--- src/ex_isa_pkg.sv ---
package ex_isa_pkg;

    // data path width of the core
    localparam int xlen = 32;
    // only the low bits of opb drive a shift
    localparam int shamt_width = 5;
    // result for a function code outside the ten below
    localparam logic [xlen-1:0] alu_default_result = 32'hfacebeec;

    // operands, results and addresses
    typedef logic [xlen-1:0] xlen_t;
    // shift amount
    typedef logic [shamt_width-1:0] shamt_t;
    // funct3 field of the instruction
    typedef logic [2:0] funct3_t;

    // integer alu operations
    typedef enum logic [3:0] {
        alu_add,
        alu_sub,
        alu_and,
        alu_slt,
        alu_sltu,
        alu_or,
        alu_xor,
        alu_srl,
        alu_sll,
        alu_sra
    } alu_func_t;

    // conditional branch funct3 codes, 2 and 3 unused
    localparam funct3_t funct3_beq = 3'd0;
    localparam funct3_t funct3_bne = 3'd1;
    localparam funct3_t funct3_blt = 3'd4;
    localparam funct3_t funct3_bge = 3'd5;
    localparam funct3_t funct3_bltu = 3'd6;
    localparam funct3_t funct3_bgeu = 3'd7;

    // load funct3 codes, bit 2 set means zero extension
    localparam funct3_t funct3_lb = 3'd0;
    localparam funct3_t funct3_lh = 3'd1;
    localparam funct3_t funct3_lw = 3'd2;
    localparam funct3_t funct3_lbu = 3'd4;
    localparam funct3_t funct3_lhu = 3'd5;

    // access size, from funct3 bits 1..0
    typedef enum logic [1:0] {
        mem_byte = 2'b00,
        mem_half = 2'b01,
        mem_word = 2'b10
    } mem_size_t;

endpackage
--- src/ex_pipe_pkg.sv ---
package ex_pipe_pkg;

    import ex_isa_pkg::*;

    // one data cache access returns a double word
    localparam int dword_width = 2 * xlen;
    // address bit that selects the upper word of the double word
    localparam int word_sel_bit = 2;
    // architectural register file has 32 entries
    localparam int tag_width = 5;

    // data cache return word
    typedef logic [dword_width-1:0] dword_t;
    // destination register tag
    typedef logic [tag_width-1:0] tag_t;

    // issue packet, reduced to what the execute stage reads
    typedef struct packed {
        // slot holds a real instruction
        logic valid;
        // instruction reads memory
        logic rd_mem;
        // instruction writes memory
        logic wr_mem;
        // destination register
        tag_t dest;
        // funct3 of the instruction, branch condition or access size
        funct3_t funct3;
    } ex_packet_t;

    // an empty slot
    localparam ex_packet_t ex_packet_empty = '{
        valid: 1'b0,
        rd_mem: 1'b0,
        wr_mem: 1'b0,
        dest: '0,
        funct3: '0
    };

endpackage

--- src/ex_stage.sv ---
`timescale 1ns/1ns

module ex_stage import ex_isa_pkg::*, ex_pipe_pkg::*; (
    input  logic       clock,
    input  logic       reset,
    // operands
    input  xlen_t      opa,
    input  xlen_t      opb,
    // branch compare values
    input  xlen_t      rs1,
    input  xlen_t      rs2,
    input  alu_func_t  alu_func,
    input  ex_packet_t packet,
    // one-cycle enables, one per path
    input  logic       alu_en,
    input  logic       branch_en,
    input  logic       store_en,
    input  logic       load_start,
    // data cache response
    input  dword_t     dcache_data,
    input  logic       dcache_valid,
    // alu path
    output xlen_t      alu_result,
    output logic       alu_done,
    // branch path
    output xlen_t      branch_target,
    output logic       branch_take,
    output logic       branch_done,
    // store path
    output xlen_t      store_addr,
    output mem_size_t  store_size,
    output logic       store_done,
    // load path
    output logic       load_req,
    output xlen_t      load_addr,
    output xlen_t      load_result,
    output ex_packet_t load_packet,
    output logic       load_done
);

    // combinational paths finish with their enable
    assign alu_done = alu_en;
    assign branch_done = branch_en;
    assign store_done = store_en;

    // plain integer op
    int_alu alu_path (
        .opa    (opa),
        .opb    (opb),
        .func   (alu_func),
        .result (alu_result)
    );

    // branch target, pc plus offset in the usual case
    int_alu branch_target_path (
        .opa    (opa),
        .opb    (opb),
        .func   (alu_func),
        .result (branch_target)
    );

    // taken or not from funct3 of the packet
    branch_cond branch_cond_path (
        .funct3 (packet.funct3),
        .rs1    (rs1),
        .rs2    (rs2),
        .take   (branch_take)
    );

    // store address is always base plus offset
    int_alu store_addr_path (
        .opa    (opa),
        .opb    (opb),
        .func   (alu_add),
        .result (store_addr)
    );

    assign store_size = mem_size_t'(packet.funct3[1:0]);

    // multi-cycle load through the data cache
    load_unit load_path (
        .clock        (clock),
        .reset        (reset),
        .start        (load_start),
        .opa          (opa),
        .opb          (opb),
        .func         (alu_func),
        .packet_in    (packet),
        .dcache_data  (dcache_data),
        .dcache_valid (dcache_valid),
        .req          (load_req),
        .addr         (load_addr),
        .result       (load_result),
        .packet_out   (load_packet),
        .done         (load_done)
    );

endmodule

--- src/load_unit.sv ---
`timescale 1ns/1ns

module load_unit import ex_isa_pkg::*, ex_pipe_pkg::*; (
    input  logic       clock,
    input  logic       reset,
    input  logic       start,
    input  xlen_t      opa,
    input  xlen_t      opb,
    input  alu_func_t  func,
    input  ex_packet_t packet_in,
    input  dword_t     dcache_data,
    input  logic       dcache_valid,
    output logic       req,
    output xlen_t      addr,
    output xlen_t      result,
    output ex_packet_t packet_out,
    output logic       done
);

    // load held while the cache answers
    logic busy;
    ex_packet_t held_packet;
    xlen_t held_opa;
    xlen_t held_opb;
    alu_func_t held_func;

    // response decode
    mem_size_t mem_size;
    logic zero_ext;
    xlen_t data_word;

    assign packet_out = held_packet;

    // request only for a real memory read
    assign req = busy && held_packet.valid && held_packet.rd_mem;

    // effective address from the held operands
    int_alu addr_alu (
        .opa    (held_opa),
        .opb    (held_opb),
        .func   (held_func),
        .result (addr)
    );

    // finishes in the cycle the cache answers
    assign done = busy && dcache_valid;

    assign mem_size = mem_size_t'(held_packet.funct3[1:0]);
    assign zero_ext = held_packet.funct3[2];
    // word pick from the double word
    assign data_word = addr[word_sel_bit] ? dcache_data[dword_width-1:xlen]
                                          : dcache_data[xlen-1:0];

    always_comb begin
        result = '0;
        if (done) begin
            case (mem_size)
                mem_byte: result = zero_ext ? {{(xlen-8){1'b0}}, data_word[7:0]}
                                            : {{(xlen-8){data_word[7]}}, data_word[7:0]};
                mem_half: result = zero_ext ? {{(xlen-16){1'b0}}, data_word[15:0]}
                                            : {{(xlen-16){data_word[15]}}, data_word[15:0]};
                // full words pass unchanged
                default:  result = data_word;
            endcase
        end
    end

    // control state, a new start wins over completion
    always_ff @(posedge clock) begin
        if (reset) begin
            busy <= 1'b0;
            held_packet <= ex_packet_empty;
        end else if (start) begin
            busy <= 1'b1;
            held_packet <= packet_in;
        end else if (done) begin
            busy <= 1'b0;
            held_packet <= ex_packet_empty;
        end
    end

    // operands only change on a new load
    always_ff @(posedge clock) begin
        if (start) begin
            held_opa <= opa;
            held_opb <= opb;
            held_func <= func;
        end
    end

endmodule

--- src/branch_cond.sv ---
`timescale 1ns/1ns

module branch_cond import ex_isa_pkg::*; (
    input  funct3_t funct3,
    input  xlen_t   rs1,
    input  xlen_t   rs2,
    output logic    take
);

    logic signed [xlen-1:0] signed_rs1;
    logic signed [xlen-1:0] signed_rs2;

    // blt and bge compare as signed
    assign signed_rs1 = rs1;
    assign signed_rs2 = rs2;

    always_comb begin
        case (funct3)
            funct3_beq:  take = rs1 == rs2;
            funct3_bne:  take = rs1 != rs2;
            funct3_blt:  take = signed_rs1 < signed_rs2;
            funct3_bge:  take = signed_rs1 >= signed_rs2;
            funct3_bltu: take = rs1 < rs2;
            funct3_bgeu: take = rs1 >= rs2;
            // codes 2 and 3 are not branches
            default:     take = 1'b0;
        endcase
    end

endmodule

--- src/int_alu.sv ---
`timescale 1ns/1ns

module int_alu import ex_isa_pkg::*; (
    input  xlen_t     opa,
    input  xlen_t     opb,
    input  alu_func_t func,
    output xlen_t     result
);

    logic signed [xlen-1:0] signed_opa;
    logic signed [xlen-1:0] signed_opb;
    shamt_t shamt;

    // signed views for slt and sra
    assign signed_opa = opa;
    assign signed_opb = opb;
    // shift amount from the low bits of opb
    assign shamt = opb[shamt_width-1:0];

    always_comb begin
        case (func)
            alu_add:  result = opa + opb;
            alu_sub:  result = opa - opb;
            alu_and:  result = opa & opb;
            // compare result lands in bit 0
            alu_slt:  result = {{(xlen-1){1'b0}}, signed_opa < signed_opb};
            alu_sltu: result = {{(xlen-1){1'b0}}, opa < opb};
            alu_or:   result = opa | opb;
            alu_xor:  result = opa ^ opb;
            alu_srl:  result = opa >> shamt;
            alu_sll:  result = opa << shamt;
            // arithmetic shift keeps the sign
            alu_sra:  result = xlen_t'(signed_opa >>> shamt);
            // recognizable pattern for unlisted codes
            default:  result = alu_default_result;
        endcase
    end

endmodule

--- config.mk ---
export PLATFORM = sky130hd
export DESIGN_NAME = ex_stage
export DESIGN_NICKNAME = d
export VERILOG_FILES = /design/src/ex_isa_pkg.sv /design/src/ex_pipe_pkg.sv /design/src/ex_stage.sv /design/src/load_unit.sv /design/src/branch_cond.sv /design/src/int_alu.sv
export SDC_FILE = /design/constraint.sdc
export NUM_CORES = 1
export LEC_CHECK = 0
export ABC_AREA = 1
export BUFFER_PORTS_ARGS = -buffer_cell sky130_fd_sc_hd__buf_2
export CAP_MARGIN = 25
export CORE_ASPECT_RATIO = 1.25
export CORE_MARGIN = 8
export CORE_UTILIZATION = 35
export CTS_CLUSTER_DIAMETER = 150
export DETAILED_ROUTE_END_ITERATION = 16
export GPL_TIMING_DRIVEN = 0
export PLACE_DENSITY = 0.62
export SETUP_SLACK_MARGIN = 0.02
export SYNTH_ARGS = -nofsm -noshare
export SYNTH_HDL_FRONTEND = slang
export SYNTH_SLANG_ARGS = --single-unit
--- constraint.sdc ---
create_clock -name clock -period 5.5 [get_ports clock]
set_input_delay 0.275 -clock clock [delete_from_list [all_inputs] [get_ports clock]]
set_output_delay 0.275 -clock clock [all_outputs]
set_load 0.02 [all_outputs]
# --- Word level (Yosys, flattened, before mapping) ---
# Cells that the tools add are included.
word_totals:
  regBits: 80
  out_inout_bits: 179
  wordCells: 79
  input_bits: 214
op_classes:
  magnitude_cmp: 8
  n_reduce_logical: 8
  shift: 6
  n_eq_ne: 26
  muxes: 12
  n_addsub: 4
  bitwise: 6
ops:
  columns: ["cell", "count"]
  rows:
  - ["one-hot mux 32 bit (10 select lines)", 2]
  - ["less-than comparator 32 bit", 6]
  - ["2-to-1 mux 32 bit", 4]
  - ["adder 32 bit", 2]
  - ["AND 32 bit", 2]
  - ["greater-or-equal comparator 32 bit", 2]
  - ["OR 32 bit", 2]
  - ["one-hot mux 32 bit (2 select lines)", 1]
  - ["<< shifter 32 x 5 -> 32 bit", 2]
  - [">> shifter 32 x 5 -> 32 bit", 2]
  - [">>> shifter 32 x 5 -> 32 bit", 2]
  - ["subtractor 32 bit", 2]
  - ["XOR 32 bit", 2]
  - ["== test 32 bit", 1]
  - ["== test 4 x 3 -> 1 bit (second input constant)", 8]
  - ["inequality test 32 bit", 1]
  - ["2-to-1 mux 11 bit", 2]
  - ["== test 4 x 2 -> 1 bit (second input constant)", 4]
  - ["== test 4 bit (second input constant)", 4]
  - ["== test 3 bit (second input constant)", 4]
  - ["== test 4 x 1 -> 1 bit (second input constant)", 2]
  - ["logical NOT 4 bit", 2]
  - ["one-hot mux 1 bit (6 select lines)", 1]
  - ["== test 3 x 1 -> 1 bit (second input constant)", 1]
  - ["other kinds (6)", 9]

# --- Logic depth before layout (Yosys ltp) ---
# Gate-level depths: netlist (run 1).
logic_depth:
  depth_word: 6
  mapped_depth: 22
  ltp_nobuf: 19

# --- Hierarchy ---
# A second synthesis (run 1) with hierarchy kept.
unflattened:
  hier_cells: 8973
  hier_area_um2: 45004.4
modules_own_cells:
  columns: ["mod", "seq_area_each_um2", "n_inst", "area_per_inst_um2", "cells_per_inst"]
  rows:
  - ["int_alu at branch_target_path ...", 0.0, 3, 10201.0, 2135]
  - ["int_alu at alu_path", 0.0, 1, 10189.8, 2121]
  - ["load_unit", 2282.2, 1, 3195.6, 275]
  - ["branch_cond", 0.0, 1, 974.7, 166]
  - ["ex_stage", 0.0, 1, 41.3, 6]

# --- Worst setup path before layout (run 1) ---
# Ideal clock, no wire load.
synth_timing:
  path_type: "input port to output port"
  from: "input port opb[2]"
  to: "output port branch_target[17]"
  required_ps: 5225
  path_slack_ps: 1752
  n_path_buf: 5
  arrival_ps: 3473
  stages: 16
  path_cell_list: "clkbuf_1 -> clkinv_1 -> clkbuf_1 -> clkbuf_1 -> ha_1 -> buf_4 -> a21oi_1 -> nand2_1 -> a21oi_1 -> o21ai_0 -> a21boi_0 -> o21ai_0 -> xor2_1 -> nand2_1 -> nand3_1 -> buf_4"
synth_via:
  elab_chain_cells: 2
  word_cells_on_any_way: 6
  cone_classes: "add/sub (2); shift (3); mux (1)"
synth_lines:
  columns: ["item", "line_no", "source"]
  rows:
  - ["start, declared", "ex_stage.sv:8", "input xlen_t opb,"]
  - ["adder 32 bit", null, null]
  - ["via store_addr[17]", "ex_stage.sv:30", "output xlen_t store_addr,"]
  - ["one-hot mux 32 bit (10 select lines)", "int_alu.sv:21", "case (func)"]
  - ["end, declared", "ex_stage.sv:26", "output xlen_t branch_target,"]
# The timed path passes the listed nets, and every way through them passes these cells.

# --- Worst setup path after layout (run 1) ---
layout_timing:
  from: "register load_path.held_opb[1]"
  to: "output port load_addr[31]"
layout_via:
  elab_chain_cells: 2
  word_cells_on_any_way: 6
  cone_classes: "add/sub (2); shift (3); mux (1)"
layout_lines:
  columns: ["item", "line_no", "source"]
  rows:
  - ["start, declared", "load_unit.sv:24", "xlen_t held_opb;"]
  - ["start signal, assigned", "load_unit.sv:86", "held_opb <= opb;"]
  - ["subtractor 32 bit (tied with other cells)", "int_alu.sv:23", "alu_sub: result = opa - opb;"]
  - ["one-hot mux 32 bit (10 select lines) (*)", "int_alu.sv:21", null]
  - ["end, declared", "ex_stage.sv:35", "output xlen_t load_addr,"]
# Mark *: on every way between the ends. The rest lies on a longest branch, timed or not.

==> flow_summary.toml, run 1 <==
[flow_run]
cap_violations = 0

[grt]
antenna_found_initial = 6
grt_pass1_wl_mm = 210
grt_pass1_vias = 30132
gr-total-overflow = 0
grt_util_all_layers_pct = 40.8
grt_max_degree = 68

[floorplan]
die-area_um2 = 70900
core_um2 = 61900
io_pins = 393
num_rows = 102
initial_utilization_pct = 35.4
die_w_um = 240
die_h_um = 296

[clocking]
cts.clk_slew.worst_paths_ps = 70
cts.sinks = 80
clockRootBuffer = "clkbuf_16"
clock_latency_ps = 360
cts_buffers = 9
cts_tree = "yes"
ctsHoldBuffers = 0
h-tree-depth = 3
clockBufferDepth = 2

[place]
pre_cts_slack_ps = -55.9
placed_area_um2 = 24900
dp_hpwl_mm = 127
io_buffer_count = 389
routabilityCongestion = 1.12

[setup_path]
crit_path_max_fanout = 12
worstPathRequired_ps = 5220
criticalPathCategory = "reg2out"
reg2reg_from = "load_path.packet_out[1]"
critPathLaunchType = "flop"
crit_start = "load_path.held_opb[1]"
cp-end-kind = "primary output"
arrival_ps = 5140

[logic_synthesis]
yosysUniqueCellTypes = 64
yosys.area.top_type = "nand2_1"
synth_fp_nets = 4342
async_flop_share_pct = 0
synthTopCellsByArea = "nand2_1, ha_1, o21ai_0"
yosysMostFrequentCell = "nand2_1"
syn_inst = 3898
synth_top_area_share_pct = 16.6
synth-main-ff-cell = "edfxtp_1"
yosysWarnings = 0
yosysSeqAreaShare_pct = 10.4
synthesis.area_um2 = 21900
synthTopCellsByCount = "nand2_1, inv_1, o21ai_0, a21oi_1, nor2_1"
synth_area_per_cell_um2 = 5.62
ys_seq_elements = 80
synth_edf_count = 68

[sta]
rsz0062_at_grt = "false"
layout_min_cycle_time_ps = 5410
hold_violations = 0
layout_setup_ws_ps = 87.6
slew_violations = 0
finalSetupViolations = 0
worst_slew_pin_slew_ps = 1210
clock_skew_ps = 3.06
slew-limit-headroom_pct = 19.2
min_period_over_period_pct = 98.4
fmax_ghz = 0.185

[routing]
drtPass1Iterations = 7
vias_per_cell = 5.87
wl_per_cell_um = 29.2
drc = 0
drtIter0Drc = 3017
vias = 30193
wirelength_mm = 150
final_antenna_net_count = 0

[finish]
syn2layout_area_growth_pct = 15.4
drive_gt1_share_pct = 12.6
post-route-util_pct = 40.8
stdcell_area_um2 = 25300
layout.nets = 4749

[min_path]
min_from = "reset"
hold_path_class = "in2reg"

[run_status]
outcome = "finished, final reports clean"

[power_and_ir_drop]
p_per_area_nw_per_um2 = 186
finalPower_w = 0.00469
max-vdd-ir-drop_mv = 0.150
leakage_nw = 12.7
power by group:
part	total [W]	internal (W)	switching [W]
sequential	0.000787	0.000711	0.0000761
clock	0.000596	0.000313	0.000284
combinational	0.00331	0.000885	0.00242
layout make-up:
class | count | area [um2]
multi-input cells | 3056 | 16500
diodes | 3 | 7.51
repair buffers | 396 | 2020
clock buffers | 10 | 229
flip-flops and latches | 80 | 2280
well taps | 832 | 1040
fillers | 7175 | 36600
inverters | 530 | 1990
clock inverters | 6 | 51.3
plain buffers | 232 | 1100
sequential cells by signal (all words and copies together), names as in the netlist:
name                  flops
load_path.busy            1
load_path.held_func       4
load_path.held_opa       32
load_path.held_opb       32
load_path.packet_out     11
per-layer routing:
metal  vias up  track usage, %  share of wire [%]
li1      13810               -                  -
met1     13812            41.3                 34
met2      1874            68.3                 46
met3       697            8.23                7.5
met4         0            41.9                 12
met5         -               0                  0
worst paths after layout:
kind / endpoint / slack (ps) / cells after the start
worst max register to register: load_path.packet_out[1] / 3980 / 4
worst min register to register: load_path.busy / 480 / 2
worst max-delay path: load_addr[31] / 90 / 15
worst min-delay path: load_path.packet_out[9] / 90 / 2
layout by cell type, fill, tap and decap left out, types with 13 or more instances in the layout:
cell type,Yosys,layout
a211oi_1,23,23
a21oi_1,335,334
a221oi_1,21,21
a31oi_1,20,20
and2_1,15,15
buf_1,28,28
buf_2,24,413
buf_4,42,47
clkbuf_1,133,128
edfxtp_1,68,68
ha_1,226,226
inv_1,519,519
mux2i_1,18,16
nand2_1,970,970
nand3_1,265,265
nand4_1,48,48
nor2_1,323,323
nor2_2,13,13
nor3_1,37,36
nor4_1,13,13
o211ai_1,35,35
o21a_1,24,24
o21ai_0,454,449
o21bai_1,20,20
o221ai_1,14,14
o22ai_1,47,47
or2_2,17,17
xor2_1,22,22
kinds of logic after synthesis:
family / after synthesis / share of synthesized area (%)
compound gates: 1058 / 27.3
xor+xnor: 23 / 0.920
fa+ha+maj: 230 / 13.3
buf+inv: 762 / 14.1
flops: 80 / 10.4
mux: 18 / 0.823
simple gates: 1727 / 33.2
per-stage QoR:
stage          TNS [ps]  hold slack [ps]  std cells
6_report              0             92.6       5145
5_1_grt               0             91.0       5142
4_1_cts               0             73.5       5139
3_5_place_dp      -82.7              468       5123
3_3_place_gp       -399              467       5119
2_1_floorplan         0              344       3898
worst max-delay path: stages (launching register included):
cell and delay (ps):
edfxtp_1 660, inv_2 330, buf_2 270, clkbuf_1 560, buf_2 540, ha_1 340, inv_1 120, a31oi_1 100
inv_1 150, a21oi_1 150, o21bai_1 450, nand4_1 420, nand3_1 170, nand3_1 160, nand3_1 130, buf_2 180
timing repair:
item                       4_1_cts  5_1_grt
setup endpoints to repair       10       26
buffers inserted                 0        0
gates resized for setup          4       15
Note: power is estimated with default switching activity, not from simulation.
==> run 2: changes to the inputs <==
--- a/config.mk
+++ b/config.mk
@@ -10,11 +10,11 @@
 export CAP_MARGIN = 25
 export CORE_ASPECT_RATIO = 1.25
 export CORE_MARGIN = 8
-export CORE_UTILIZATION = 35
+export CORE_UTILIZATION = 64
 export CTS_CLUSTER_DIAMETER = 150
 export DETAILED_ROUTE_END_ITERATION = 16
 export GPL_TIMING_DRIVEN = 0
-export PLACE_DENSITY = 0.62
+export PLACE_DENSITY = 0.95
 export SETUP_SLACK_MARGIN = 0.02
 export SYNTH_ARGS = -nofsm -noshare
 export SYNTH_HDL_FRONTEND = slang
==> flow_summary.toml, run 2 <==
[place]
pre_cts_slack_ps = 599
dp_hpwl_mm = 89.1
routabilityCongestion = 1.49
io_buffer_count = 389

[clocking]
ctsHoldBuffers = 0
h-tree-depth = 3
clockRootBuffer = "clkbuf_16"
post_cts_resized = 0
cts.sinks = 80
clockBufferDepth = 2
post-cts-setup-buffers = 0
cts_buffers = 9

[run_status]
outcome = "did not finish"
error_line = "[ERROR GRT-0116] Global routing finished with congestion. Check the congestion regions in the DRC Viewer."
lastStage = "global routing"

[logic_synthesis]
yosysSeqAreaShare_pct = 10.4
yosysMostFrequentCell = "nand2_1"
synth_fp_nets = 4342
syn_inst = 3898
synth_edf_count = 68
async_flop_share_pct = 0
yosysWarnings = 0
synth_top_area_share_pct = 16.6
ys_seq_elements = 80
yosysUniqueCellTypes = 64
synthTopCellsByCount = "nand2_1, inv_1, o21ai_0, a21oi_1, nor2_1"
synthesis.area_um2 = 21900
synth-main-ff-cell = "edfxtp_1"
synth_area_per_cell_um2 = 5.62
synthTopCellsByArea = "nand2_1, ha_1, o21ai_0"
yosys.area.top_type = "nand2_1"

[grt]
grt_util_all_layers_pct = 61.6
gr-total-overflow = 286
grt_pass1_vias = 33050
grt_pass1_wl_mm = 200
grt_max_degree = 72

[floorplan]
die_h_um = 223
die_w_um = 181
initial_utilization_pct = 65.0
io_pins = 393
num_rows = 75
run 2: per-layer routing:
metal	GRT overflow	GRT usage [%]
met2	170	78.7
met5	0	20.2
met3	9	48.2
met1	5	61.7
met4	102	54.5
run 2: logic make-up after synthesis:
logic type      Yosys count  synth area share [%]
fa+ha+maj               230                  13.3
mux                      18                 0.823
buf+inv                 762                  14.1
flops                    80                  10.4
compound gates         1058                  27.3
xor+xnor                 23                 0.920
simple gates           1727                  33.2
run 2: stage by stage:
stage          hold WS, ps  std cells  cell area [um2]
3_5_place_dp           472       4711            24400
2_1_floorplan          344       3898            21900
3_3_place_gp           461       4710            24400
4_1_cts               85.7       4727            24700
==> run 3: changes to the inputs <==
--- a/config.mk
+++ b/config.mk
@@ -8,14 +8,11 @@
 export ABC_AREA = 1
 export BUFFER_PORTS_ARGS = -buffer_cell sky130_fd_sc_hd__buf_2
 export CAP_MARGIN = 25
-export CORE_ASPECT_RATIO = 1.25
 export CORE_MARGIN = 8
-export CORE_UTILIZATION = 64
-export CTS_CLUSTER_DIAMETER = 150
+export CORE_UTILIZATION = 40
 export DETAILED_ROUTE_END_ITERATION = 16
 export GPL_TIMING_DRIVEN = 0
-export PLACE_DENSITY = 0.95
-export SETUP_SLACK_MARGIN = 0.02
+export PLACE_DENSITY_LB_ADDON = 0.15
 export SYNTH_ARGS = -nofsm -noshare
 export SYNTH_HDL_FRONTEND = slang
 export SYNTH_SLANG_ARGS = --single-unit
==> flow_summary.toml, run 3 (synthesis results as in run 1) <==
[run_status]
outcome = "finished with violations"
violations = "negative setup slack"

[setup_path]
criticalPathCategory = "reg2out"
critPathLaunchType = "flop"
path_cells = "clkinv_1, buf_2, buf_1, clkbuf_2, ha_1, nor2_1, nand2_1, nand2_1, inv_1, o21ai_1, inv_1, o21ai_1, nand3_1, nand3_1, nand3_1, nand3_1, buf_2"
cp-end-kind = "primary output"
cp_common_cell = "nand3_1"
arrival_ps = 5230
slowest_stage = "edfxtp_1"
cp_slowest_stage_delay_ps = 600
crit_path_max_fanout = 11
worstPathRequired_ps = 5220

[sta]
final.setup.tns_ps = -3.94
min_period_over_period_pct = 100
layout_setup_ws_ps = -3.94
slew-limit-headroom_pct = 28.3
clock_skew_ps = 1.24
finalSetupViolations = 1
slew_violations = 0
hold_violations = 0
layout_min_cycle_time_ps = 5500
worst_slew_pin_slew_ps = 1070
rsz0062_at_grt = "false"
fmax_ghz = 0.182

[routing]
wl_per_cell_um = 27.5
vias_per_cell = 6.08
drc = 0
drtIter0Drc = 4219
vias = 30414
drtPass1Iterations = 7
wirelength_mm = 137
final_antenna_net_count = 0

[min_path]
hold_path_class = "in2reg"

[floorplan]
io_pins = 393
initial_utilization_pct = 40.6
die-area_um2 = 62500
die_w_um = 250
core_um2 = 53900
num_rows = 85
die_h_um = 250

[grt]
gr-total-overflow = 0
grt_max_degree = 72
grt_pass1_vias = 28402
antenna_found_initial = 3
grt_util_all_layers_pct = 41.2
grt_pass1_wl_mm = 193

[finish]
syn2layout_area_growth_pct = 14.3
layout.nets = 4744
stdcell_count = 5002
post-route-util_pct = 46.4
final_cell_mix = "nand2_1, inv_1, o21ai_0"
final_common_cell = "nand2_1"
stdcell_area_um2 = 25000
nFillCells = 6136
drive_gt1_share_pct = 12.3

[place]
io_buffer_count = 389
routabilityCongestion = 1.10
dp_hpwl_mm = 116
dp_cells = 4985
placed_area_um2 = 24700
pre_cts_slack_ps = 126

[clocking]
h-tree-depth = 3
cts_tree = "yes"
cts.sinks = 80
ctsHoldBuffers = 0
cts.clk_slew.worst_paths_ps = 70
cts_buffers = 9
post-cts-setup-buffers = 0
clock_latency_ps = 350
clockRootBuffer = "clkbuf_16"
clockBufferDepth = 2

[power_and_ir_drop]
p_per_area_nw_per_um2 = 184
leakage_nw = 12.7
max-vdd-ir-drop_mv = 0.164

[flow_run]
cap_violations = 0
-- run 3: what timing repair did --
item / in CTS / in global routing
resized for setup: 1 / 11
endpoints found under the setup margin: 5 / 21
hold endpoints to repair: 0 / 0
-- run 3: area by class of cell --
class | count | area, um2 | area share (%)
inverter | 530 | 1990 | 7.96
sequential | 80 | 2280 | 9.12
timing repair buffer | 391 | 1960 | 7.85
tap | 696 | 871 | 3.48
antenna | 1 | 2.50 | 0.0100
clock buffer | 10 | 239 | 0.955
clock inverter | 6 | 47.5 | 0.190
multi-input combinational | 3056 | 16500 | 66.1
buffer | 232 | 1090 | 4.38
-- run 3: critical path, delay by kind of cell, from the launching register on --
family | cells | cell delay, ps
adder cells (fa/ha/maj) | 1 | 410
AND/OR/NAND/NOR | 7 | 1170
flip-flops | 1 | 600
buffers and inverters | 7 | 2000
AO/OA/AOI/OAI | 2 | 680
-- run 3: final timing paths --
kind                                              start                  endpoint  depth (start not counted)  slack (ps)
worst max-delay path              load_path.held_opb[2]             load_addr[26]                         17          -4
worst max register to register  load_path.packet_out[1]   load_path.packet_out[1]                          4        3980
worst min register to register  load_path.packet_out[4]   load_path.packet_out[4]                          2         480
worst min-delay path                              reset  load_path.packet_out[10]                          2         100
-- run 3: stage by stage --
stage / power, W / hold WS [ps]
3_5_place_dp: 0.00386 / 465
3_3_place_gp: 0.00387 / 464
5_1_grt: 0.00481 / 97.4
4_1_cts: 0.00445 / 90.1
6_report: 0.00459 / 98.7
2_1_floorplan: 0.00263 / 344
-- run 3: where the power goes --
part | internal [W] | switching [W]
sequential | 0.000711 | 0.0000868
clock | 0.000325 | 0.000262
combinational | 0.000879 | 0.00233
-- run 3: layer usage --
layer / GRT usage (%) / wire length (um) / vias to the layer above
met5: 0 / 11 / -
met4: 28.6 / 11700 / 2
met3: 9.96 / 16100 / 495
met2: 64.2 / 58600 / 2249
met1: 49.4 / 50900 / 13857
li1: - / - / 13811
